$ cat src/logic/dram_fifo_cfg.svh
// ------------------------------
// dram fifo size constants
// depth, widths and settings bus address map
// ------------------------------
`ifndef DRAM_FIFO_CFG_SVH
`define DRAM_FIFO_CFG_SVH

`define DF_DEPTH    256     // memory words
`define DF_ADDR_W   8       // log2 of depth
`define DF_DATA_W   64      // stream data width

// ------------------------------
// settings bus map
// ------------------------------
`define DF_SR_BASE  8'h00   // readback select register

`endif

$ cat src/logic/dram_fifo_pkg.sv
// ------------------------------
// dram fifo shared types
// stream word, memory word, pointers, readback select
// ------------------------------
`include "dram_fifo_cfg.svh"

package dram_fifo_pkg;

    typedef logic [`DF_DATA_W-1:0] df_data_t;      // one stream beat

    typedef struct packed {
        logic     last;                            // end of packet
        df_data_t data;
    } df_word_t;                                   // what sits in memory

    typedef logic [`DF_ADDR_W-1:0] df_addr_t;      // memory address
    typedef logic [`DF_ADDR_W:0]   df_ptr_t;       // address plus wrap bit
    typedef logic [`DF_ADDR_W:0]   df_level_t;     // 0 .. depth

    // what o_rb_data shows
    typedef enum logic [1:0] {
        RB_LEVEL    = 2'd0,                        // words held
        RB_PKTS_IN  = 2'd1,                        // packets accepted
        RB_PKTS_OUT = 2'd2                         // packets delivered
    } df_rb_sel_t;

endpackage

$ cat src/logic/dram_fifo_if.sv
// ------------------------------
// memory write and read ports
// single cycle strobes, memory never stalls
// ------------------------------
`include "dram_fifo_cfg.svh"

interface mem_wr_if #(
    parameter type payload_t = logic
);
    logic                 wr_stb;      // write this cycle
    logic [`DF_ADDR_W-1:0] wr_addr;
    payload_t             wr_data;
    logic [`DF_ADDR_W:0]   wr_ptr;      // committed write pointer

    modport wr (
        output wr_stb, wr_addr, wr_data, wr_ptr
    );

    modport sink (
        input  wr_stb, wr_addr, wr_data
    );

    // read side only watches the pointer for empty
    modport mon (
        input  wr_ptr
    );
endinterface

interface mem_rd_if #(
    parameter type payload_t = logic
);
    logic                 rd_stb;      // issue read this cycle
    logic [`DF_ADDR_W-1:0] rd_addr;
    logic                 rd_valid;    // one cycle after rd_stb
    payload_t             rd_data;

    modport rd (
        output rd_stb, rd_addr,
        input  rd_valid, rd_data
    );

    modport src (
        input  rd_stb, rd_addr,
        output rd_valid, rd_data
    );
endinterface

$ cat src/logic/dram_fifo_egress.sv
// ------------------------------
// fifo output stage
// issues memory reads and holds a two word output buffer
// ------------------------------
`include "dram_fifo_cfg.svh"

module dram_fifo_egress (
    input  logic                      ddr3_axi_clk,
    input  logic                      i_reset,
    mem_wr_if.mon                     wr_mon,
    mem_rd_if.rd                      rd,
    output dram_fifo_pkg::df_ptr_t    o_rd_ptr,      // words handed out of the fifo
    output dram_fifo_pkg::df_data_t   o_tdata,
    output logic                      o_tlast,
    output logic                      o_tvalid,
    input  logic                      i_tready,
    output dram_fifo_pkg::df_level_t  o_level,
    output logic                      o_pkt_out_stb
);

    dram_fifo_pkg::df_ptr_t   rd_ptr_q;              // next address to read
    logic [1:0]               credits_q;             // free buffer slots, minus in flight
    logic [1:0]               held;                  // read but not yet taken
    logic [1:0]               buf_cnt_q;
    logic                     wr_idx_q;
    logic                     rd_idx_q;
    dram_fifo_pkg::df_word_t  buf_q [2];
    logic                     empty;
    logic                     pop;
    logic                     issue;

    assign empty = (wr_mon.wr_ptr == rd_ptr_q);
    assign pop   = o_tvalid & i_tready;
    assign issue = ~empty & ((credits_q != 2'd0) | pop);   // slot freed this cycle counts

    assign rd.rd_stb  = issue;
    assign rd.rd_addr = rd_ptr_q[`DF_ADDR_W-1:0];

    // ------------------------------
    // pointers and credits
    // ------------------------------
    always_ff @(posedge ddr3_axi_clk) begin
        if (i_reset) begin
            rd_ptr_q  <= '0;
            credits_q <= 2'd2;
            buf_cnt_q <= 2'd0;
            wr_idx_q  <= 1'b0;
            rd_idx_q  <= 1'b0;
        end else begin
            if (issue) begin
                rd_ptr_q <= rd_ptr_q + 1'b1;
            end
            credits_q <= credits_q - {1'b0, issue} + {1'b0, pop};
            buf_cnt_q <= buf_cnt_q + {1'b0, rd.rd_valid} - {1'b0, pop};
            if (rd.rd_valid) begin
                wr_idx_q <= ~wr_idx_q;               // catch side of the ring
            end
            if (pop) begin
                rd_idx_q <= ~rd_idx_q;
            end
        end
    end

    // buffer payload, credits keep it from overrunning
    always_ff @(posedge ddr3_axi_clk) begin
        if (rd.rd_valid) begin
            buf_q[wr_idx_q] <= rd.rd_data;
        end
    end

    // ------------------------------
    // output stream and status
    // ------------------------------
    assign o_tvalid = (buf_cnt_q != 2'd0);
    assign o_tdata  = buf_q[rd_idx_q].data;          // head holds until taken
    assign o_tlast  = buf_q[rd_idx_q].last;

    assign o_pkt_out_stb = pop & o_tlast;

    // words in flight or buffered still occupy fifo space
    assign held     = 2'd2 - credits_q;
    assign o_rd_ptr = rd_ptr_q - {{(`DF_ADDR_W-1){1'b0}}, held};
    assign o_level  = wr_mon.wr_ptr - o_rd_ptr;

endmodule

$ cat src/flat_wrapper.sv
// flat-port wrapper written by rule: the top's interface ports become plain ports
module dram_fifo_egress_flat 
  (ddr3_axi_clk, i_reset, o_rd_ptr, o_tdata, o_tlast, o_tvalid, i_tready, o_level, o_pkt_out_stb, wr_mon_wr_ptr, rd_rd_stb, rd_rd_addr, rd_rd_valid, rd_rd_data);
  mem_wr_if wr_mon_i ();
  mem_rd_if rd_i ();
  input  logic ddr3_axi_clk;
  input  logic i_reset;
  output dram_fifo_pkg::df_ptr_t o_rd_ptr;
  output dram_fifo_pkg::df_data_t o_tdata;
  output logic o_tlast;
  output logic o_tvalid;
  input  logic i_tready;
  output dram_fifo_pkg::df_level_t o_level;
  output logic o_pkt_out_stb;
  input wire logic [$bits(wr_mon_i.wr_ptr)-1:0] wr_mon_wr_ptr;
  output wire logic [$bits(rd_i.rd_stb)-1:0] rd_rd_stb;
  output wire logic [$bits(rd_i.rd_addr)-1:0] rd_rd_addr;
  input wire logic [$bits(rd_i.rd_valid)-1:0] rd_rd_valid;
  input wire logic [$bits(rd_i.rd_data)-1:0] rd_rd_data;
  assign wr_mon_i.wr_ptr = wr_mon_wr_ptr;
  assign rd_rd_stb = rd_i.rd_stb;
  assign rd_rd_addr = rd_i.rd_addr;
  assign rd_i.rd_valid = rd_rd_valid;
  assign rd_i.rd_data = rd_rd_data;
  dram_fifo_egress u_core (.ddr3_axi_clk(ddr3_axi_clk), .i_reset(i_reset), .wr_mon(wr_mon_i), .rd(rd_i), .o_rd_ptr(o_rd_ptr), .o_tdata(o_tdata), .o_tlast(o_tlast), .o_tvalid(o_tvalid), .i_tready(i_tready), .o_level(o_level), .o_pkt_out_stb(o_pkt_out_stb));
endmodule
$ cat config.mk
export PLATFORM = sky130hd
export DESIGN_NAME = dram_fifo_egress_flat
export DESIGN_NICKNAME = d
export VERILOG_FILES = /design/src/logic/dram_fifo_pkg.sv /design/src/logic/dram_fifo_if.sv /design/src/logic/dram_fifo_egress.sv /design/src/flat_wrapper.sv
export VERILOG_INCLUDE_DIRS = /design/src /design/src/logic
export SDC_FILE = /design/constraint.sdc
export NUM_CORES = 1
export LEC_CHECK = 0
export ABC_AREA = 1
export BUFFER_PORTS_ARGS = -buffer_cell sky130_fd_sc_hd__buf_2
export CAP_MARGIN = 20
export CORE_ASPECT_RATIO = 0.6
export CORE_MARGIN = 2
export CORE_UTILIZATION = 50
export CTS_BUF_LIST = sky130_fd_sc_hd__clkbuf_8 sky130_fd_sc_hd__clkbuf_16
export CTS_CLUSTER_SIZE = 16
export DETAILED_ROUTE_END_ITERATION = 16
export PLACE_DENSITY = 0.9
export RECOVER_POWER = 50
export SLEW_MARGIN = 20
export SYNTH_ARGS = -nofsm -noshare
export SYNTH_HDL_FRONTEND = slang
export SYNTH_SLANG_ARGS = --single-unit
$ cat constraint.sdc
create_clock -name ddr3_axi_clk -period 6.73 [get_ports ddr3_axi_clk]
set_input_delay 0 -clock ddr3_axi_clk [delete_from_list [all_inputs] [get_ports ddr3_axi_clk]]
set_output_delay 0 -clock ddr3_axi_clk [all_outputs]
set_load 0.1 [all_outputs]
==> impl_results.md <==
* R2R Setup Slk at roughly 4.0 ns
* First-pass GRT wire length at between 6000 and 7000 um
* Total grt overflow at 0
* Slowest CP cell: fa_1
* Vias in the first global route at about 1.4k
* Die Area at 4880 um2
* Post-CTS Hold Fix Bufs at 1
* Synth cell types at 33
* Initial antenna violation count at 0
* DR iter-0 viols at 79
* Syn Std Cell Area at 2160 um2
* Delay of the slowest critical-path stage at between 0.4 and 0.5 ns
* Vias at between 1.5k and 2k
* Clock insertion delay at the later pin of the skew report at approximately 0.26 ns
* Required time worst endpoint at around 6.7 ns
* Final WL at roughly 4000 um
* Clk sinks at 18
* R2r worst-path depth at 10
* Final HPWL DP at 3340 um
* Fraction of layout cells with a size suffix above 1 at roughly an eighth
* Reg2reg end: u_core.credits_q[1]
* Tmin final at between 3 and 4 ns
* Final worst-path cycle share at between 40% and 50%
* Endpoints failing hold at 0
* Ys Warns at 0
* IO Pins at 108
* Share of the synthesized area in the top cell type at 25.3%
* Xor/xnor share of the synthesized area at about a tenth
* Largest net degree at the start of global routing at 12
* Min-delay src: rd_rd_valid
* Arrival time worst endpoint at 3.19 ns
* Chip Height at ~55 um
* Drt wl/cell at between 9 and 10 um
* Multi-input gate area at 1260 um2
* Nets at 370
* Status: finished, final reports clean
* Routability cong. at 0.884
* Synthesized-area fraction occupied by adder cells at ~8.8%
* Final Max Slew Viols at 0
* Leading area contributor after synthesis: buf_4
* Hold Path End: u_core.wr_idx_q
* Top cells by area, synth: buf_4, dfxtp_1, nand2_1
* Sum Neg Setup Slack at 0 ns
* GRT Util Overall at between 15 and 20%
* Fmax at 0.314 GHz
* Post-CTS Setup Repair Bufs at 0
* Most frequent CP cell: nand3_1
* # DRC at 0
* Crit-path cells: inv_1, ha_1, fa_1, xnor2_1, ha_1, a21oi_1, nand2_1, nand3_1, nand3_1, nand3_1, nand3_1, nand2_1, buf_2
* Worst r2r src: u_core.rd_ptr_q[2]
* Register area share after synthesis at between 15 and 20%
* Fillers at 450
* Clk root buf: clkbuf_8
* Finish-stage setup viols at 0
* Compound-Gate Fraction of Synth Area at a little under 5%
* Setup Skew at 0.0105 ns
* Antenna cells at 0
* First-pass DRT Iterations at 4
* Reg clk slew, reported paths at 0.08 ns
* Post-route ant nets at 0
* Max capacitance violation total at 0
* Cell Rows at 18
* Resize count post-CTS at 0
* DR vias/cell at around 4.2
* Mux cell area share after synthesis at less than 1%
* Area grow syn2layout at -2.03%
* Core Area at 4120 um2
* Max_slew headroom at a little over a fifth
* Hold path cells at 3
* CTS tree: done
* Hold Path Class: input port to register
* CTS Buf Count at 3
* Synth Area per Inst at 7.00 um2
* CTS max path bufs at 2
* Critical Path Fanout Max at 5
* H-tree depth at 1
* RSZ-0062 raised after global routing: false
* Worst Setup Path Type: register to output port
* Simple-Gate Fraction of Synth Area at between 20 and 25%
* Initial core utilization at 52.5%
* Reg area at 380 um2
* Seq cells post-synth at 18
* Worst slew pin tran at between 1 and 1.5 ns
* Largest family of logic cells by synthesized area: buffers and inverters
* Startpoint Class: register
* IO buf count at 42
* Die W at around 90 um
* Critical Path End Type: output port
* Synth Instances at 309
-- worst max-delay path by stage --
stage                         from         end
2_1_floorplan  u_core.credits_q[0]  o_level[6]
3_3_place_gp    u_core.rd_ptr_q[0]  o_level[7]
3_5_place_dp    u_core.rd_ptr_q[0]  o_level[7]
4_1_cts         u_core.rd_ptr_q[0]  o_level[8]
5_1_grt         u_core.rd_ptr_q[0]  o_level[8]
6_report        u_core.rd_ptr_q[0]  o_level[7]
-- synthesized netlist by cell type (all sizes together) --
library cell	count
a21oi	14
buf	78
clkbuf	1
conb	1
dfxtp	16
edfxtp	2
fa	2
ha	12
inv	40
mux2	1
nand2	55
nand3	26
nand4	4
nor2	18
nor3	6
o21a	1
o21ai	3
o21bai	1
or2	4
xnor2	5
xor2	19
-- final cells by class --
class / instances / share of cell area, %
Inverter: 40 / 7.09
Timing Repair Buffer: 43 / 9.69
Multi-Input combinational cell: 236 / 59.6
Tap cell: 60 / 3.54
Clock inverter: 1 / 0.177
Clock buffer: 3 / 1.95
Sequential cell: 18 / 18.0
-- cells by family after synthesis --
logic type,count (synthesis)
buf+inv,119
simple gates,113
xor+xnor,24
compound gates,19
flops,18
fa+ha+maj,14
other cells,1
mux,1
-- sequential cells by signal, summed over array words and instances (netlist names), named ones only --
register and cells:
u_core.rd_idx_q 1, u_core.credits_q 2, u_core.buf_q 2, u_core.rd_ptr_q 9
u_core.buf_cnt_q 2, u_core.wr_idx_q 1
-- routing by layer --
layer	vias up	share of wire [%]	global-route usage [%]
met3	0	7.1	4.60
met4	0	0	2.02
met2	46	44	26.2
li1	883	-	-
met5	-	0	0
met1	750	49	22.9
-- critical path: cells and delay by family (launching register included) --
family,cells,cell delay (ns)
simple gates,6,0.54
xor+xnor,1,0.23
flops,1,0.43
fa+ha+maj,3,1.02
buf+inv,2,0.55
compound gates,1,0.16
-- stage by stage --
stage | cells | worst slack (ns) | utilization [%] | hold WS, ns | area [um2]
finish | 401 | 3.54 | 51.4 | 0.0452 | 2120
global route | 401 | 3.22 | 51.4 | 0.0846 | 2120
CTS | 401 | 3.55 | 52.4 | 0.0488 | 2160
detailed placement | 396 | 3.85 | 51.1 | 0.198 | 2100
global placement | 396 | 3.86 | 51.1 | 0.191 | 2100
floorplan | 373 | 2.79 | - | 0.0989 | 2400
-- layout by cell type, fill, tap and decap left out, types with 2 or more instances in the layout --
master and count:
buf_2 30, nand2_1 54, nor2_1 16, o21ai_0 2, or2_2 2, nor3_1 4, nand3_1 26, clkbuf_8 3
nor3_2 2, conb_1 65, inv_1 38, inv_2 2, fa_1 2, a21oi_1 14, xnor2_1 5, edfxtp_1 2
clkbuf_1 12, dfxtp_1 16, ha_1 12, xor2_1 19, nand4_1 4, or2_1 2
Power is not shown: default switching activity piles up to over one toggle a cycle in this logic, so the estimate is an artifact.
