## config.mk

```make
export PLATFORM = sky130hd
export DESIGN_NAME = dram_fifo_settings
export DESIGN_NICKNAME = d
export VERILOG_FILES = /design/src/logic/dram_fifo_pkg.sv /design/src/logic/dram_fifo_settings.sv
export VERILOG_INCLUDE_DIRS = /design/src /design/src/logic
export SDC_FILE = /design/constraint.sdc
export NUM_CORES = 1
export LEC_CHECK = 0
export BUFFER_PORTS_ARGS = -buffer_cell sky130_fd_sc_hd__buf_2
export CAP_MARGIN = 30
export CORE_ASPECT_RATIO = 0.9
export CORE_UTILIZATION = 54
export CTS_BUF_LIST = sky130_fd_sc_hd__clkbuf_4 sky130_fd_sc_hd__clkbuf_8 sky130_fd_sc_hd__clkbuf_16
export CTS_CLUSTER_SIZE = 24
export DETAILED_ROUTE_END_ITERATION = 12
export PLACE_DENSITY = 0.85
export SETUP_SLACK_MARGIN = 0.5
export SYNTH_ARGS = -nofsm -noshare
export SYNTH_HDL_FRONTEND = slang
export SYNTH_SLANG_ARGS = --single-unit
```

## constraint.sdc

```tcl
create_clock -name ddr3_axi_clk -period 3 [get_ports ddr3_axi_clk]
set_input_delay 0.6 -clock ddr3_axi_clk [delete_from_list [all_inputs] [get_ports ddr3_axi_clk]]
set_output_delay 0.6 -clock ddr3_axi_clk [all_outputs]
set_load 0.005 [all_outputs]
```

## src/logic/dram_fifo_cfg.svh

```systemverilog
// ------------------------------
// dram fifo size constants
// depth, widths and settings bus address map
// ------------------------------
`ifndef DRAM_FIFO_CFG_SVH
`define DRAM_FIFO_CFG_SVH

`define DF_DEPTH    256     // memory words
`define DF_ADDR_W   8       // log2 of depth
`define DF_DATA_W   64      // stream data width

// ------------------------------
// settings bus map
// ------------------------------
`define DF_SR_BASE  8'h00   // readback select register

`endif

```

## src/logic/dram_fifo_pkg.sv

```systemverilog
// ------------------------------
// dram fifo shared types
// stream word, memory word, pointers, readback select
// ------------------------------
`include "dram_fifo_cfg.svh"

package dram_fifo_pkg;

    typedef logic [`DF_DATA_W-1:0] df_data_t;      // one stream beat

    typedef struct packed {
        logic     last;                            // end of packet
        df_data_t data;
    } df_word_t;                                   // what sits in memory

    typedef logic [`DF_ADDR_W-1:0] df_addr_t;      // memory address
    typedef logic [`DF_ADDR_W:0]   df_ptr_t;       // address plus wrap bit
    typedef logic [`DF_ADDR_W:0]   df_level_t;     // 0 .. depth

    // what o_rb_data shows
    typedef enum logic [1:0] {
        RB_LEVEL    = 2'd0,                        // words held
        RB_PKTS_IN  = 2'd1,                        // packets accepted
        RB_PKTS_OUT = 2'd2                         // packets delivered
    } df_rb_sel_t;

endpackage

```

## src/logic/dram_fifo_settings.sv

```systemverilog
// ------------------------------
// settings register and readback
// select register, packet counters, readback mux
// ------------------------------
`include "dram_fifo_cfg.svh"

module dram_fifo_settings (
    input  logic                      ddr3_axi_clk,
    input  logic                      i_reset,
    input  logic                      i_set_stb,
    input  logic [7:0]                i_set_addr,
    input  logic [31:0]               i_set_data,
    output logic [31:0]               o_rb_data,
    input  dram_fifo_pkg::df_level_t  i_level,
    input  logic                      i_pkt_in_stb,
    input  logic                      i_pkt_out_stb
);

    dram_fifo_pkg::df_rb_sel_t sel_q;
    logic [31:0]               pkts_in_q;            // last words accepted
    logic [31:0]               pkts_out_q;           // last words delivered
    logic [31:0]               rb_next;

    // ------------------------------
    // select register and counters
    // ------------------------------
    always_ff @(posedge ddr3_axi_clk) begin
        if (i_reset) begin
            sel_q      <= dram_fifo_pkg::RB_LEVEL;
            pkts_in_q  <= 32'd0;
            pkts_out_q <= 32'd0;
        end else begin
            if (i_set_stb && (i_set_addr == `DF_SR_BASE)) begin
                sel_q <= dram_fifo_pkg::df_rb_sel_t'(i_set_data[1:0]);
            end
            if (i_pkt_in_stb) begin
                pkts_in_q <= pkts_in_q + 32'd1;      // wraps, no saturation
            end
            if (i_pkt_out_stb) begin
                pkts_out_q <= pkts_out_q + 32'd1;
            end
        end
    end

    // readback mux, unused code reads zero
    always_comb begin
        case (sel_q)
            dram_fifo_pkg::RB_LEVEL:    rb_next = {{(31-`DF_ADDR_W){1'b0}}, i_level};
            dram_fifo_pkg::RB_PKTS_IN:  rb_next = pkts_in_q;
            dram_fifo_pkg::RB_PKTS_OUT: rb_next = pkts_out_q;
            default:                    rb_next = 32'd0;
        endcase
    end

    always_ff @(posedge ddr3_axi_clk) begin
        o_rb_data <= rb_next;                        // one cycle behind the select
    end

endmodule

```

==> impl_metrics.json, run 1 <==
{
  "drc": 0,
  "yosysWarnings": 0,
  "row_count": 30,
  "synthToLayoutAreaGrowth_pct": 12.0,
  "postCtsHoldBufs": 0,
  "start_util_pct": 55.5,
  "multi_input_area_sq_um": 2030,
  "setup.worst_path.end": "pkts_out_q[19]",
  "finalSetupTns_ns": 0,
  "mostFrequentLayoutCell": "dfxtp_1",
  "gr-total-overflow": 0,
  "path_cells": "nand4_4, or4_1, or4_1, a21oi_1",
  "ys_seq_area_share_pct": 47.1,
  "dieWidth_um": 94.6,
  "rsz0062_at_grt": "false",
  "arrival_ns": 2.61,
  "dieHeight_um": 85.3,
  "cts_buffers": 9,
  "avgSynthCellArea_sq_um": 9.12,
  "holdWs_ns": 0.472,
  "slowest_stage": "or4_1",
  "rrSetupSlack_ns": 0.68,
  "nNetsFinal": 551,
  "vias": 3614,
  "final-max-slew-violation-count": 0,
  "end_kind": "flop",
  "timing.rr.end": "pkts_out_q[19]",
  "synth.largest_area_cell": "dfxtp_1",
  "hold_viol_final": 0,
  "clock_skew_ns": 0.0112,
  "period_share_pct": 77.3,
  "routed_wirelength_um": 9390,
  "clkSinkCount": 98,
  "drive_gt1_share_pct": 15.7,
  "hp-class": "input port to flop",
  "p_leak_nw": 1.56,
  "syn_nets": 513,
  "fin_area_sq_um": 4660,
  "final_cell_mix": "dfxtp_1, buf_2, a21oi_1",
  "clk_latency_ns": 0.36,
  "reg2reg_from": "pkts_out_q[2]",
  "final_cell_count_no_fill": 595,
  "h-tree-depth": 3,
  "place.gp.congestion": 0.820,
  "powerDensity_nw_per_um2": 482,
  "worst_pin_slew_ns": 0.836,
  "setup_slack_ns": 0.680,
  "outcome": "completed",
  "antenna_found_initial": 1,
  "pre_cts_ws_ns": 0.414,
  "wl_per_cell_um": 15.8,
  "cp.required_ns": 3.29,
  "cp.depth": 4,
  "dpl.hpwl_um": 6530,
  "antenna_left": 0,
  "maxCapViolCount": 0,
  "drt_iter0_markers": 198,
  "crit_top_cell": "or4_1",
  "grt_pass1_vias": 3405,
  "fin_crit_ns": 2.32,
  "grt_pass1_wl_um": 15700,
  "cp-startpoint": "pkts_out_q[2]",
  "setup_viol": 0,
  "place_area_sq_um": 4460,
  "cp_max_fo": 24,
  "clock-root-buffer": "clkbuf_8",
  "synth_area_sq_um": 4170,
  "ys_types": 31,
  "grt_max_degree": 41,
  "path_class": "flop to flop",
  "nFillCells": 619,
  "drtPass1Iterations": 4,
  "vias_per_cell": 6.07,
  "io_buffers": 55,
  "ff2ff_path_depth": 4,
  "slowest_delay_ns": 0.86,
  "synthCells": 457,
  "seq_area_sq_um": 1960,
  "coreArea_sq_um": 7510,
  "dp_cells": 580,
  "path_clk_slew_ns": 0.08,
  "ys_ff_latch": 98,
  "clock_path_buffers": 2,
  "critPathBufInv": 0,
  "cts_tree": "yes",
  "critPathTopFamily": "simple AND/OR/NAND/NOR gates",
  "startpoint_type": "flop",
  "max-vdd-ir-drop_v": 0.000302,
  "synth_top_cell_area_share_pct": 47.1,
  "grt_use_total_pct": 24.7,
  "die-area_sq_um": 8070,
  "num_io_pins": 86,
  "max_freq_ghz": 0.431,
  "slew_headroom_pct": 44.2,
  "ys_top_cells_by_area": "dfxtp_1, or4_1, o31ai_1, a22o_1, a21oi_1"
}
[synthesized netlist by cell type]
library cell  count
a21oi_1          40
and3_1            1
nor2b_1           3
a22o_1           23
and2_1            1
buf_6             1
nor4_1            9
nor2_1           26
dfxtp_1          98
and4_1            6
or4_1            33
o31ai_1          28
buf_1             2
ha_1              2
mux2i_1          13
nand4_1          21
inv_1            12
clkbuf_1         24
o22ai_1           9
xor2_1            7
nand4_4           1
or3_1            11
buf_2             5
nor3_1            6
nand3_1          18
xnor2_1          14
mux2_2            1
nand2_1          28
nand4b_1          1
o21ai_0          12
or2_2             1
[sequential cells by signal, summed over array words and instances, names as in the netlist]
| signal | cells |
|---|---|
| sel_q | 2 |
| pkts_in_q | 32 |
| pkts_out_q | 32 |
| o_rb_data | 32 |
[layer usage]
metal / vias to the layer above / GRT usage [%] / part of all wire (%)
li1: 1799 / - / -
met1: 1698 / 30.2 / 44
met2: 100 / 42.8 / 50
met3: 17 / 6.09 / 4.7
met4: 0 / 7.02 / 1.4
met5: - / 0 / 0
[final cells by class]
cell class / count / share of cell area (%)
Antenna cell: 1 / 0.0536
Clock buffer: 12 / 3.41
Clock inverter: 2 / 0.805
Inverter: 12 / 0.966
Multi-Input combinational cell: 315 / 43.6
Sequential cell: 98 / 42.1
Tap cell: 96 / 2.58
Timing Repair Buffer: 59 / 6.55
[repair_timing]
action,CTS,global route
setup endpoints to repair,0,5
resized for setup,0,2
buffers inserted,0,0
[worst min-delay path: stages]
cell and delay [ns]:
buf_2 0.08, mux2i_1 0.05, nor2_1 0.07
[worst min-delay path by stage]
stage / start / endpoint / slack [ns] / cells past startpoint
5_1_grt: i_set_data[1] / sel_q[1] / 0.49 / 3
2_1_floorplan: pkts_out_q[31] / pkts_out_q[31] / 0.45 / 2
6_report: i_set_data[1] / sel_q[1] / 0.47 / 3
3_3_place_gp: pkts_out_q[31] / pkts_out_q[31] / 0.47 / 2
3_5_place_dp: pkts_in_q[31] / o_rb_data[31] / 0.48 / 1
4_1_cts: i_set_data[1] / sel_q[1] / 0.47 / 3
[where the power goes]
group | total [mW] | switching (mW) | internal (mW)
registers | 1.32 | 0.0128 | 1.31
logic | 0.0654 | 0.0360 | 0.0294
clock network | 0.857 | 0.425 | 0.432
total | 2.25 | 0.474 | 1.77
[logic make-up after synthesis]
kind of cell | count (synthesis) | share of synthesized area [%]
fa+ha+maj | 2 | 0.601
flops | 98 | 47.1
buf+inv | 44 | 4.29
simple gates | 166 | 22.7
compound gates | 112 | 17.5
mux | 14 | 3.39
xor+xnor | 21 | 4.41
[metrics by stage]
| stage | utilization [%] | total power [mW] |
|---|---|---|
| final | 62.1 | 2.25 |
| after global routing | 62.1 | 2.33 |
| after CTS | 62.0 | 2.26 |
| after detailed placement | 59.4 | 1.42 |
| after global placement | 59.4 | 1.42 |
| after floorplan | - | 1.39 |
No activity file was read; power rests on OpenSTA's default activity.
==> inputs of run 2 (changes only) <==
--- a/config.mk
+++ b/config.mk
@@ -9,11 +9,11 @@
 export BUFFER_PORTS_ARGS = -buffer_cell sky130_fd_sc_hd__buf_2
 export CAP_MARGIN = 30
 export CORE_ASPECT_RATIO = 0.9
-export CORE_UTILIZATION = 54
+export CORE_UTILIZATION = 49
 export CTS_BUF_LIST = sky130_fd_sc_hd__clkbuf_4 sky130_fd_sc_hd__clkbuf_8 sky130_fd_sc_hd__clkbuf_16
 export CTS_CLUSTER_SIZE = 24
 export DETAILED_ROUTE_END_ITERATION = 12
-export PLACE_DENSITY = 0.85
+export PLACE_DENSITY = 0.81
 export SETUP_SLACK_MARGIN = 0.5
 export SYNTH_ARGS = -nofsm -noshare
 export SYNTH_HDL_FRONTEND = slang
==> constraint.sdc (replaced) <==
create_clock -name ddr3_axi_clk -period 2.1 [get_ports ddr3_axi_clk]
set_input_delay 0.42 -clock ddr3_axi_clk [delete_from_list [all_inputs] [get_ports ddr3_axi_clk]]
set_output_delay 0.42 -clock ddr3_axi_clk [all_outputs]
set_load 0.005 [all_outputs]
==> impl_metrics.json, run 2 (synthesis results as in run 1) <==
{
  "outcome": "completed",
  "num_io_pins": 86,
  "mostFrequentLayoutCell": "dfxtp_1",
  "row_count": 31,
  "coreArea_sq_um": 8150,
  "setup_viol": 0,
  "clock_path_buffers": 2,
  "fin_area_sq_um": 5580,
  "gr-total-overflow": 0,
  "max_freq_ghz": 0.511,
  "path_class": "flop to flop",
  "pre_cts_ws_ns": 0.0707,
  "met1_usage_pct": 30.9,
  "nFillCells": 582,
  "dpl.hpwl_um": 6860,
  "h-tree-depth": 3,
  "cp.required_ns": 2.40,
  "path_clk_slew_ns": 0.10,
  "powerDensity_nw_per_um2": 588,
  "hp-class": "input port to flop",
  "start_util_pct": 51.2,
  "vias_per_cell": 6.17,
  "clk_latency_ns": 0.37,
  "rsz0062_at_grt": "true",
  "grt_use_total_pct": 26.7,
  "drtPass1Iterations": 5,
  "dieWidth_um": 99.2,
  "fin_crit_ns": 1.96,
  "swShare_pct": 23.1,
  "nNetsFinal": 620,
  "comb_power_share_pct": 4.1,
  "antenna_found_initial": 0,
  "antennaDiodeCount": 0,
  "die-area_sq_um": 8880,
  "maxCapViolCount": 0,
  "drc": 0,
  "fin_util_pct": 68.5,
  "critPathBufInv": 1,
  "grt_max_degree": 50,
  "dieHeight_um": 89.5,
  "seq_area_sq_um": 2030,
  "vias": 4122,
  "cp_max_fo": 14,
  "seqPwrFrac_pct": 57.1,
  "switchingPower_uw": 756,
  "globalRoute.busiestLayer": "met2",
  "grt_pass1_wl_um": 18500,
  "p_leak_nw": 1.99,
  "clock-root-buffer": "clkbuf_8",
  "multi_input_area_sq_um": 2310,
  "final_cell_mix": "dfxtp_1, buf_4, buf_2",
  "clkSinkCount": 98,
  "use_met3_pct": 5.63,
  "io_buffers": 55,
  "crit_top_cell": "or4_4",
  "drive_gt1_share_pct": 39.4,
  "antenna_left": 0,
  "wl_per_cell_um": 17.8,
  "critPathTopFamily": "simple AND/OR/NAND/NOR gates",
  "path_cells": "nand4_1, or4_4, buf_8, or4_4, a21oi_2",
  "slew_headroom_pct": 66.7,
  "finalSetupTns_ns": 0,
  "synthToLayoutAreaGrowth_pct": 33.8,
  "worst_pin_slew_ns": 0.495,
  "final-max-slew-violation-count": 0,
  "max-vdd-ir-drop_v": 0.000309,
  "period_share_pct": 93.3,
  "place_area_sq_um": 4740,
  "grt_pass1_vias": 3922,
  "slowest_delay_ns": 0.58,
  "cts_tree": "yes",
  "clkPwrFrac_pct": 38.9,
  "drt_iter0_markers": 313,
  "cts_buffers": 9,
  "clock_skew_ns": 0.0146,
  "startpoint_type": "flop",
  "postCtsHoldBufs": 0,
  "hold_viol_final": 0,
  "place.gp.congestion": 0.843,
  "end_kind": "flop",
  "setup_slack_ns": 0.142,
  "arrival_ns": 2.26,
  "p_int_mw": 2.52,
  "use_met2_pct": 48.7,
  "top_regs": "o_rb_data (32), pkts_in_q (32), pkts_out_q (32)",
  "slowest_stage": "or4_4",
  "routed_wirelength_um": 11900
}
## run 2: cell count changes in the layout (fill, tap and decap cells not counted), sizes merged
cell / before / now
buf: 59 / 124
or4: 33 / 37
clkinvlp: 1 / 3
clkbuf: 12 / 11
diode: 1 / 0
inv: 12 / 13
## run 2: final timing paths
path	end	slack (ns)	start	cells past startpoint
max	pkts_in_q[20]	0.14	pkts_in_q[8]	5
min	sel_q[0]	0.29	i_set_data[0]	3
max reg2reg	pkts_in_q[20]	0.14	pkts_in_q[8]	5
min reg2reg	pkts_out_q[31]	0.50	pkts_out_q[31]	2
## run 2: cell type report
class | count | area share [%]
repair buffers | 124 | 15.5
inverters | 12 | 0.808
well taps | 99 | 2.22
clock inverters | 5 | 1.10
clock buffers | 11 | 2.60
multi-input cells | 319 | 41.4
flip-flops and latches | 98 | 36.4
## run 2: repair_timing
item                       in CTS  in global routing
gates cloned                    5                  0
buffers inserted               23                 11
resized for setup              57                 32
setup endpoints to repair      36                 39
pin swaps                      15                 17
## run 2: per-stage QoR
step	std cells	hold slack, ns	power [mW]
after floorplan	457	0.456	1.99
after global placement	613	0.478	2.04
after detailed placement	613	0.488	2.05
after CTS	657	0.279	3.28
after global routing	668	0.289	3.38
final	668	0.291	3.28
## run 2: tightest hold or removal path: cells and delay by family
family	cells	cell delay [ns]
buffers and inverters	1	0.08
and+or+nand+nor	1	0.08
muxes	1	0.05
## run 2: power by group through the flow
stage          clock network, mW  registers, mW  logic (mW)
2_1_floorplan                  0           1.93      0.0606
4_1_cts                     1.28           1.87       0.125
3_3_place_gp                   0           1.93       0.113
6_report                    1.27           1.87       0.134
3_5_place_dp                   0           1.93       0.116
5_1_grt                     1.36           1.87       0.144
## run 2: layer usage
| layer | vias to the layer above | share of wire, % | wire length, um |
|---|---|---|---|
| met5 | - | 0 | 0 |
| met4 | 0 | 2.0 | 235 |
| met3 | 28 | 5.5 | 657 |
| met2 | 175 | 51 | 6120 |
| met1 | 1980 | 41 | 4890 |
| li1 | 1939 | - | - |
