**src/logic/dram_fifo_cfg.svh**
```systemverilog
// ------------------------------
// dram fifo size constants
// depth, widths and settings bus address map
// ------------------------------
`ifndef DRAM_FIFO_CFG_SVH
`define DRAM_FIFO_CFG_SVH

`define DF_DEPTH    256     // memory words
`define DF_ADDR_W   8       // log2 of depth
`define DF_DATA_W   64      // stream data width

// ------------------------------
// settings bus map
// ------------------------------
`define DF_SR_BASE  8'h00   // readback select register

`endif

```
**src/logic/dram_fifo_pkg.sv**
```systemverilog
// ------------------------------
// dram fifo shared types
// stream word, memory word, pointers, readback select
// ------------------------------
`include "dram_fifo_cfg.svh"

package dram_fifo_pkg;

    typedef logic [`DF_DATA_W-1:0] df_data_t;      // one stream beat

    typedef struct packed {
        logic     last;                            // end of packet
        df_data_t data;
    } df_word_t;                                   // what sits in memory

    typedef logic [`DF_ADDR_W-1:0] df_addr_t;      // memory address
    typedef logic [`DF_ADDR_W:0]   df_ptr_t;       // address plus wrap bit
    typedef logic [`DF_ADDR_W:0]   df_level_t;     // 0 .. depth

    // what o_rb_data shows
    typedef enum logic [1:0] {
        RB_LEVEL    = 2'd0,                        // words held
        RB_PKTS_IN  = 2'd1,                        // packets accepted
        RB_PKTS_OUT = 2'd2                         // packets delivered
    } df_rb_sel_t;

endpackage

```
**src/logic/dram_fifo_if.sv**
```systemverilog
// ------------------------------
// memory write and read ports
// single cycle strobes, memory never stalls
// ------------------------------
`include "dram_fifo_cfg.svh"

interface mem_wr_if #(
    parameter type payload_t = logic
);
    logic                 wr_stb;      // write this cycle
    logic [`DF_ADDR_W-1:0] wr_addr;
    payload_t             wr_data;
    logic [`DF_ADDR_W:0]   wr_ptr;      // committed write pointer

    modport wr (
        output wr_stb, wr_addr, wr_data, wr_ptr
    );

    modport sink (
        input  wr_stb, wr_addr, wr_data
    );

    // read side only watches the pointer for empty
    modport mon (
        input  wr_ptr
    );
endinterface

interface mem_rd_if #(
    parameter type payload_t = logic
);
    logic                 rd_stb;      // issue read this cycle
    logic [`DF_ADDR_W-1:0] rd_addr;
    logic                 rd_valid;    // one cycle after rd_stb
    payload_t             rd_data;

    modport rd (
        output rd_stb, rd_addr,
        input  rd_valid, rd_data
    );

    modport src (
        input  rd_stb, rd_addr,
        output rd_valid, rd_data
    );
endinterface

```
**src/logic/dram_fifo_mem.sv**
```systemverilog
// ------------------------------
// fifo backing memory
// clears itself after reset, then one write and one read port
// ------------------------------
`include "dram_fifo_cfg.svh"

module dram_fifo_mem #(
    parameter type payload_t = logic
) (
    input  logic  ddr3_axi_clk,
    input  logic  i_reset,
    mem_wr_if.sink wr,
    mem_rd_if.src  rd,
    output logic  o_init_calib_complete
);

    payload_t                 mem_q [`DF_DEPTH];
    dram_fifo_pkg::df_ptr_t   clr_cnt_q;             // top bit set once sweep is done
    logic                     clearing;
    logic                     we;
    dram_fifo_pkg::df_addr_t  waddr;
    payload_t                 wdata;
    logic                     calib_q;
    logic                     rd_valid_q;
    payload_t                 rd_data_q;

    assign clearing = ~clr_cnt_q[`DF_ADDR_W];
    assign we       = clearing | wr.wr_stb;          // stream is held off while clearing
    assign waddr    = clearing ? clr_cnt_q[`DF_ADDR_W-1:0] : wr.wr_addr;
    assign wdata    = clearing ? '0 : wr.wr_data;

    // ------------------------------
    // clear sweep and calibration flag
    // ------------------------------
    always_ff @(posedge ddr3_axi_clk) begin
        if (i_reset) begin
            clr_cnt_q <= '0;
            calib_q   <= 1'b0;
        end else begin
            if (clearing) begin
                clr_cnt_q <= clr_cnt_q + 1'b1;       // one address per cycle
            end
            calib_q <= clr_cnt_q[`DF_ADDR_W];        // one cycle after the last clear write
        end
    end

    // array write, sweep or stream
    always_ff @(posedge ddr3_axi_clk) begin
        if (we) begin
            mem_q[waddr] <= wdata;
        end
    end

    // ------------------------------
    // registered read
    // ------------------------------
    always_ff @(posedge ddr3_axi_clk) begin
        if (i_reset) begin
            rd_valid_q <= 1'b0;
        end else begin
            rd_valid_q <= rd.rd_stb;
        end
    end

    always_ff @(posedge ddr3_axi_clk) begin
        rd_data_q <= mem_q[rd.rd_addr];              // old data on same-address write
    end

    assign rd.rd_valid           = rd_valid_q;
    assign rd.rd_data            = rd_data_q;
    assign o_init_calib_complete = calib_q;

endmodule

```
**src/flat_wrapper.sv**
```systemverilog
// flat-port wrapper written by rule: the top's interface ports become plain ports
module dram_fifo_mem_flat 
#(
    parameter type payload_t = logic
)
  (ddr3_axi_clk, i_reset, o_init_calib_complete, wr_wr_stb, wr_wr_addr, wr_wr_data, rd_rd_stb, rd_rd_addr, rd_rd_valid, rd_rd_data);
  mem_wr_if #(.payload_t(payload_t)) wr_i ();
  mem_rd_if #(.payload_t(payload_t)) rd_i ();
  input  logic ddr3_axi_clk;
  input  logic i_reset;
  output logic o_init_calib_complete;
  input wire logic [$bits(wr_i.wr_stb)-1:0] wr_wr_stb;
  input wire logic [$bits(wr_i.wr_addr)-1:0] wr_wr_addr;
  input wire logic [$bits(wr_i.wr_data)-1:0] wr_wr_data;
  input wire logic [$bits(rd_i.rd_stb)-1:0] rd_rd_stb;
  input wire logic [$bits(rd_i.rd_addr)-1:0] rd_rd_addr;
  output wire logic [$bits(rd_i.rd_valid)-1:0] rd_rd_valid;
  output wire logic [$bits(rd_i.rd_data)-1:0] rd_rd_data;
  assign wr_i.wr_stb = wr_wr_stb;
  assign wr_i.wr_addr = wr_wr_addr;
  assign wr_i.wr_data = wr_wr_data;
  assign rd_i.rd_stb = rd_rd_stb;
  assign rd_i.rd_addr = rd_rd_addr;
  assign rd_rd_valid = rd_i.rd_valid;
  assign rd_rd_data = rd_i.rd_data;
  dram_fifo_mem #(.payload_t(payload_t)) u_core (.ddr3_axi_clk(ddr3_axi_clk), .i_reset(i_reset), .wr(wr_i), .rd(rd_i), .o_init_calib_complete(o_init_calib_complete));
endmodule
```
**config.mk**
```make
export PLATFORM = sky130hd
export DESIGN_NAME = dram_fifo_mem_flat
export DESIGN_NICKNAME = d
export VERILOG_FILES = /design/src/logic/dram_fifo_pkg.sv /design/src/logic/dram_fifo_if.sv /design/src/logic/dram_fifo_mem.sv /design/src/flat_wrapper.sv
export VERILOG_INCLUDE_DIRS = /design/src /design/src/logic
export SDC_FILE = /design/constraint.sdc
export NUM_CORES = 1
export LEC_CHECK = 0
export BUFFER_PORTS_ARGS = -buffer_cell sky130_fd_sc_hd__buf_2
export CAP_MARGIN = 5
export CORE_UTILIZATION = 50
export DETAILED_ROUTE_END_ITERATION = 10
export GPL_TIMING_DRIVEN = 0
export PLACE_DENSITY = 0.7
export SYNTH_ARGS = -nofsm -noshare
export SYNTH_HDL_FRONTEND = slang
export SYNTH_SLANG_ARGS = --single-unit
```
**constraint.sdc**
```tcl
create_clock -name ddr3_axi_clk -period 5.6 [get_ports ddr3_axi_clk]
set_input_delay 1.68 -clock ddr3_axi_clk [delete_from_list [all_inputs] [get_ports ddr3_axi_clk]]
set_output_delay 1.68 -clock ddr3_axi_clk [all_outputs]
set_load 0.01 [all_outputs]
```
==> results of run 1 <==
-- per-stage QoR --
step                area, sq um  setup slack, ns  total power, mW  instances
global placement          12300            0.355             2.42       1216
CTS                       13200             1.86             4.21       1266
finish                    13200             1.75             4.21       1267
global route              13200             1.72             4.31       1267
floorplan                 11800             1.61             2.34        882
detailed placement        12300             1.32             2.42       1218
-- placed cells by master (no fill, tap or decap), types with 2 or more instances in the layout --
master and count:
a21oi_1 3, a2111oi_0 2, nand2b_1 7, o32ai_1 8
buf_1 3, clkbuf_16 27, bufinv_16 4, xnor2_1 5
edfxtp_1 256, inv_6 2, nor2_1 279, nand2_1 43
mux4_2 42, a311oi_1 2, mux2i_1 52, o21ai_0 3
a22oi_1 8, buf_4 5, dfxtp_1 12, inv_1 10
o22ai_1 27, buf_16 2, nor2b_1 6, a31oi_1 3
clkbuf_1 51, nand3b_1 3, a22o_1 6, xor2_1 2
clkinv_1 3, buf_2 28, nor3_1 3, clkinv_2 3
nor4_1 5, nand3_1 22, buf_6 5
-- path summary, 6_finish.rpt --
kind	cells after the start	end	from
max	8	u_core.rd.rd_data	rd_rd_addr[0]
min reg2reg	2	u_core.clr_cnt_q[1]	u_core.clr_cnt_q[1]
max reg2reg	5	u_core.mem_q[106]	u_core.clr_cnt_q[8]
min	2	u_core.clr_cnt_q[1]	u_core.clr_cnt_q[1]
-- worst reg2reg max path: stages (launching register included) --
cell	delay, ns
dfxtp_1	0.35
clkbuf_1	0.24
o32ai_1	1.15
nand3_1	0.46
clkbuf_1	0.53
nor2_1	0.25
-- state kept, by name, summed over array words and instances (netlist names) --
signal / cells
u_core.o_init_calib_complete: 1
u_core.rd.rd_data: 1
u_core.rd.rd_valid: 1
u_core.clr_cnt_q: 9
u_core.mem_q: 256
-- routing by layer --
layer | vias to the layer above | part of all wire (%) | track usage (%)
met3 | 59 | 9.4 | 4.47
met5 | - | 0 | 0
met2 | 335 | 48 | 40.3
li1 | 3344 | - | -
met1 | 3833 | 40 | 34.3
met4 | 0 | 2.7 | 7.61
-- report_power, final --
group / switching (mW) / internal [mW]
registers: 0.00428 / 2.17
logic: 0.132 / 0.0767
clock network: 0.748 / 1.08
total: 0.883 / 3.33
-- layout make-up --
type	count	area, sq um
fillers	1907	9610
flip-flops and latches	268	7930
multi-input cells	542	3530
clock buffers	36	719
well taps	313	392
plain buffers	62	297
repair buffers	24	165
clock inverters	12	164
inverters	10	37.5
-- cells by family after synthesis --
group,share of synthesized area (%)
DFF,67.3
AOI/OAI and AO/OA,4.03
and+or+nand+nor,12.7
adders and majority gates,0.106
xor gates and xnor gates,0.520
buffers and inverters,2.83
muxes,12.5
==> impl_metrics.json, run 1 <==
{
  "die_x_microns": 156,
  "grt_overflow": 0,
  "crit_arrival_ns": 4.30,
  "io_buffers": 21,
  "n_antenna_cell": 0,
  "hold_ws_ns": 0.601,
  "min_path_type": "reg -> reg",
  "synth_cells": 882,
  "final_net_count": 957,
  "crit_buf_inv": 3,
  "cts_resized": 0,
  "via_per_inst": 5.98,
  "ctsHoldBuffers": 0,
  "initial_core_util_pct": 51.6,
  "grt_pass1_wl_microns": 43700,
  "critPathSlowestCell": "nor2_1",
  "clkTransAtPathRegs_ns": 0.06,
  "syn_to_final_growth_pct": 12.3,
  "hpwl_microns": 19000,
  "clkLatencyLatePin_ns": 0.54,
  "routed_wl_microns": 29000,
  "drc_errors": 0,
  "first_pass_iters": 5,
  "yosysMostFrequentCell": "nor2_1",
  "place.gp.congestion": 0.852,
  "antenna_found_initial": 0,
  "core_area_sq_mm": 0.0228,
  "drtIter0Drc": 976,
  "wl_per_cell_microns": 22.9,
  "maxCapViolations": 0,
  "r2r_setup_slack_ns": 2.33,
  "path_delay_family": "compound AO/OA/AOI/OAI gates",
  "peakVddDrop_uv": 168,
  "startpoint_type": "primary input",
  "max_freq_ghz": 0.259,
  "synth_cell_types": 38,
  "synth_common_cells": "nor2_1, edfxtp_1, mux2i_1",
  "crit_path_frequent_cell": "buf_6",
  "fin_crit_sh_pct": 68.8,
  "yosysTopAreaCell": "edfxtp_1",
  "max_stage_delay_ns": 0.81,
  "ant_nets": 0,
  "p_leak_nw": 4.10,
  "cts_tree": "built",
  "num_vias": 7571,
  "power.density_mw_per_mm2": 318,
  "postCtsSetupBuffers": 0,
  "path_class": "in -> reg",
  "yosysSeqAreaShare_pct": 67.3,
  "numClockSinks": 268,
  "synth_ff_type": "edfxtp_1",
  "grt_max_degree": 100,
  "fin_crit_ns": 3.85,
  "die_h_microns": 156,
  "skew_ns": 0.00939,
  "setup_tns_ns": 0,
  "clock_path_buffers": 3,
  "synth-seq-cells": 268,
  "status": "completed",
  "grt_pass1_vias": 7379,
  "cp.required_ns": 6.04,
  "syn_area_sq_mm": 0.0118,
  "ys_warn_count": 0,
  "path_cells": "buf_6 > buf_6 > buf_6 > nor2_1 > a22oi_1 > a2111oi_0 > a311oi_1 > a22oi_1",
  "synth_top_area_share_pct": 65.2,
  "numCtsBuffers": 27,
  "synth_nets": 904,
  "cp-end-kind": "flip-flop",
  "yosys-top-cells-area": "edfxtp_1, nor2_1, mux4_2",
  "avgSynthCellArea_sq_um": 13.4,
  "path_max_fanout": 10,
  "tightest_slew_ns": 1.32,
  "placementRows": 55,
  "cts_max_level": 1,
  "dieArea_sq_mm": 0.0242,
  "cts_root_buffer": "clkbuf_16",
  "async_flop_share_pct": 0,
  "finalHoldViolCount": 0,
  "rsz0062_at_grt": "no",
  "drive_gt1_share_pct": 12.8,
  "synth_edf_count": 256,
  "relSlewSlack_pct": 11.9,
  "setup_viol": 0,
  "maxSlewViolCount": 0,
  "final_core_util_pct": 57.9,
  "track_usage_pct": 24.8,
  "io_pins": 24
}
Power figures use the tool's default switching activity.
==> run 2, diff against run 1 <==
ABC_AREA = 1   (was not set)
clock period = 3.39 ns   (was 5.6 ns; I/O delays follow)
==> impl_metrics.json, run 2 <==
{
  "initial_core_util_pct": 50.9,
  "seqCellArea_sq_mm": 0.00793,
  "final_core_util_pct": 57.2,
  "via_per_inst": 5.71,
  "p_leak_nw": 4.94,
  "path_cells": "buf_2 > clkbuf_1 > buf_1 > nand3_1 > nand3_1 > nand3_1 > nand3_1 > nand2_1 > nand2_1 > nand3_1 > nand3_1 > nand2_1",
  "grt_overflow": 0,
  "synth_nets": 1320,
  "n_antenna_cell": 0,
  "clock_path_buffers": 3,
  "synth_cell_types": 28,
  "synth-seq-cells": 268,
  "yosys-top-cells-area": "edfxtp_1, nand3_1, nand2_1",
  "dieArea_sq_mm": 0.0254,
  "largestRegisters": "u_core.mem_q: 256 flops, u_core.clr_cnt_q: 9 flops",
  "maxCapViolations": 0,
  "max_stage_delay_ns": 0.64,
  "registers.top_by_ff_count": "u_core.mem_q",
  "num-fill-cells": 2108,
  "numCtsBuffers": 29,
  "largest_reg_flops": 256,
  "ys_warn_count": 0,
  "drtIter0Drc": 1317,
  "grt_max_degree": 68,
  "die_x_microns": 159,
  "io_buffers": 20,
  "final_net_count": 1375,
  "setup_viol": 0,
  "fin_cells": 1700,
  "cts_root_buffer": "clkbuf_16",
  "avgSynthCellArea_sq_um": 9.54,
  "rsz0062_at_grt": "no",
  "cts_resized": 0,
  "track_usage_pct": 27.7,
  "num_vias": 9714,
  "multi_input_area_sq_mm": 0.00383,
  "place.gp.congestion": 0.892,
  "tightest_slew_ns": 0.866,
  "crit_arrival_ns": 3.42,
  "hpwl_microns": 23400,
  "die_h_microns": 159,
  "skew_ns": 0.0137,
  "synth_ff_type": "edfxtp_1",
  "core_area_sq_mm": 0.0243,
  "syn_area_sq_mm": 0.0124,
  "peakVddDrop_uv": 377,
  "max_freq_ghz": 0.335,
  "wl_per_cell_microns": 20.6,
  "cts_tree": "built",
  "relSlewSlack_pct": 42.2,
  "ant_nets": 0,
  "path_delay_family": "buffers and inverters",
  "io_pins": 24,
  "synth_edf_count": 256,
  "syn_to_final_growth_pct": 12.5,
  "placementRows": 57,
  "grt_pass1_vias": 8960,
  "path_max_fanout": 10,
  "crit_path_frequent_cell": "nand3_1",
  "ctsHoldBuffers": 0,
  "grt_pass1_wl_microns": 52200,
  "clkTransAtPathRegs_ns": 0.06,
  "yosysSeqAreaShare_pct": 64.1,
  "antenna_found_initial": 0,
  "numClockSinks": 268,
  "power.density_mw_per_mm2": 513,
  "path_class": "in -> reg",
  "synth_common_cells": "nand2_1, nor2_1, edfxtp_1",
  "critPathSlowestCell": "buf_1",
  "first_pass_iters": 6,
  "synth_cells": 1298,
  "yosysTopAreaCell": "edfxtp_1",
  "status": "completed",
  "cp-end-kind": "flip-flop",
  "crit_buf_inv": 3,
  "min_path_type": "reg -> reg",
  "drc_errors": 0,
  "routed_wl_microns": 35000,
  "startpoint_type": "primary input",
  "hold_ws_ns": 0.506,
  "mostFrequentLayoutCells": "nand2_1, nor2_1, edfxtp_1, nand3_1, clkbuf_1",
  "synth_top_area_share_pct": 62.1,
  "cts_max_level": 1,
  "finalHoldViolCount": 0,
  "cp.required_ns": 3.83,
  "postCtsSetupBuffers": 0,
  "fin_crit_ns": 2.99,
  "final_common_cell": "nand2_1",
  "async_flop_share_pct": 0,
  "fin_crit_sh_pct": 88.1,
  "clkLatencyLatePin_ns": 0.56,
  "post-place-cells": 1646,
  "yosysMostFrequentCell": "nand2_1",
  "drive_gt1_share_pct": 9.96,
  "maxSlewViolCount": 0
}
-- run 2: area by class of cell --
type / count / area share (%)
clock inverter: 8 / 0.692
multi-input combinational: 892 / 27.5
clock buffer: 46 / 6.03
timing repair buffer: 24 / 1.29
sequential: 268 / 57.0
buffer: 87 / 3.17
inverter: 51 / 1.40
tap: 324 / 2.91
-- run 2: path summary, 6_finish.rpt --
check	startpoint	end	slack, ns	depth (start not counted)
setup reg to reg	u_core.clr_cnt_q[8]	u_core.mem_q[40]	1.05	8
setup / recovery	rd_rd_addr[1]	u_core.rd.rd_data	0.40	12
hold reg to reg	u_core.clr_cnt_q[7]	u_core.clr_cnt_q[7]	0.51	2
hold / removal	u_core.clr_cnt_q[7]	u_core.clr_cnt_q[7]	0.51	2
-- run 2: where the power goes --
part	internal, mW	switching, mW	total [mW]	leakage [nW]
Combinational	0.111	0.324	0.435	1.84
Clock	1.84	1.27	3.12	0.458
Sequential	3.58	0.00446	3.58	2.64
-- run 2: metal layers --
metal	vias to the layer above	GRT usage, %	part of all wire (%)
li1	4452	-	-
met1	4604	37.7	38
met2	551	44.8	46
met3	107	4.56	11
met4	0	10.9	4.1
met5	-	0	0
-- run 2: metrics by stage --
| stage | setup slack, ns | power, mW | area, sq um | TNS [ns] |
|---|---|---|---|---|
| 6_report | 0.402 | 7.14 | 13900 | 0 |
| 5_1_grt | 0.406 | 7.29 | 13900 | 0 |
| 4_1_cts | 0.564 | 7.13 | 13900 | 0 |
| 3_5_place_dp | -0.0000699 | 4.08 | 13000 | -0.0000699 |
| 3_3_place_gp | -1.72 | 4.07 | 12900 | -435.20 |
| 2_1_floorplan | -0.107 | 3.90 | 12400 | -27.33 |
-- run 2: worst reg2reg max path: cells and delay by family, from the launching register on --
kind	cells	cell delay [ns]
simple gates	3	0.68
flops	1	0.45
buf+inv	5	0.97
-- run 2: cell families (layout without fill, tap and decap cells) --
family                     after synthesis  in the layout  share of synthesized area, %
buffers and inverters                  138            216                          5.12
adders and majority gates                1              1                         0.101
and+or+nand+nor                        873            873                          29.8
AOI/OAI and AO/OA                       18             18                         0.930
DFF                                    268            268                          64.1
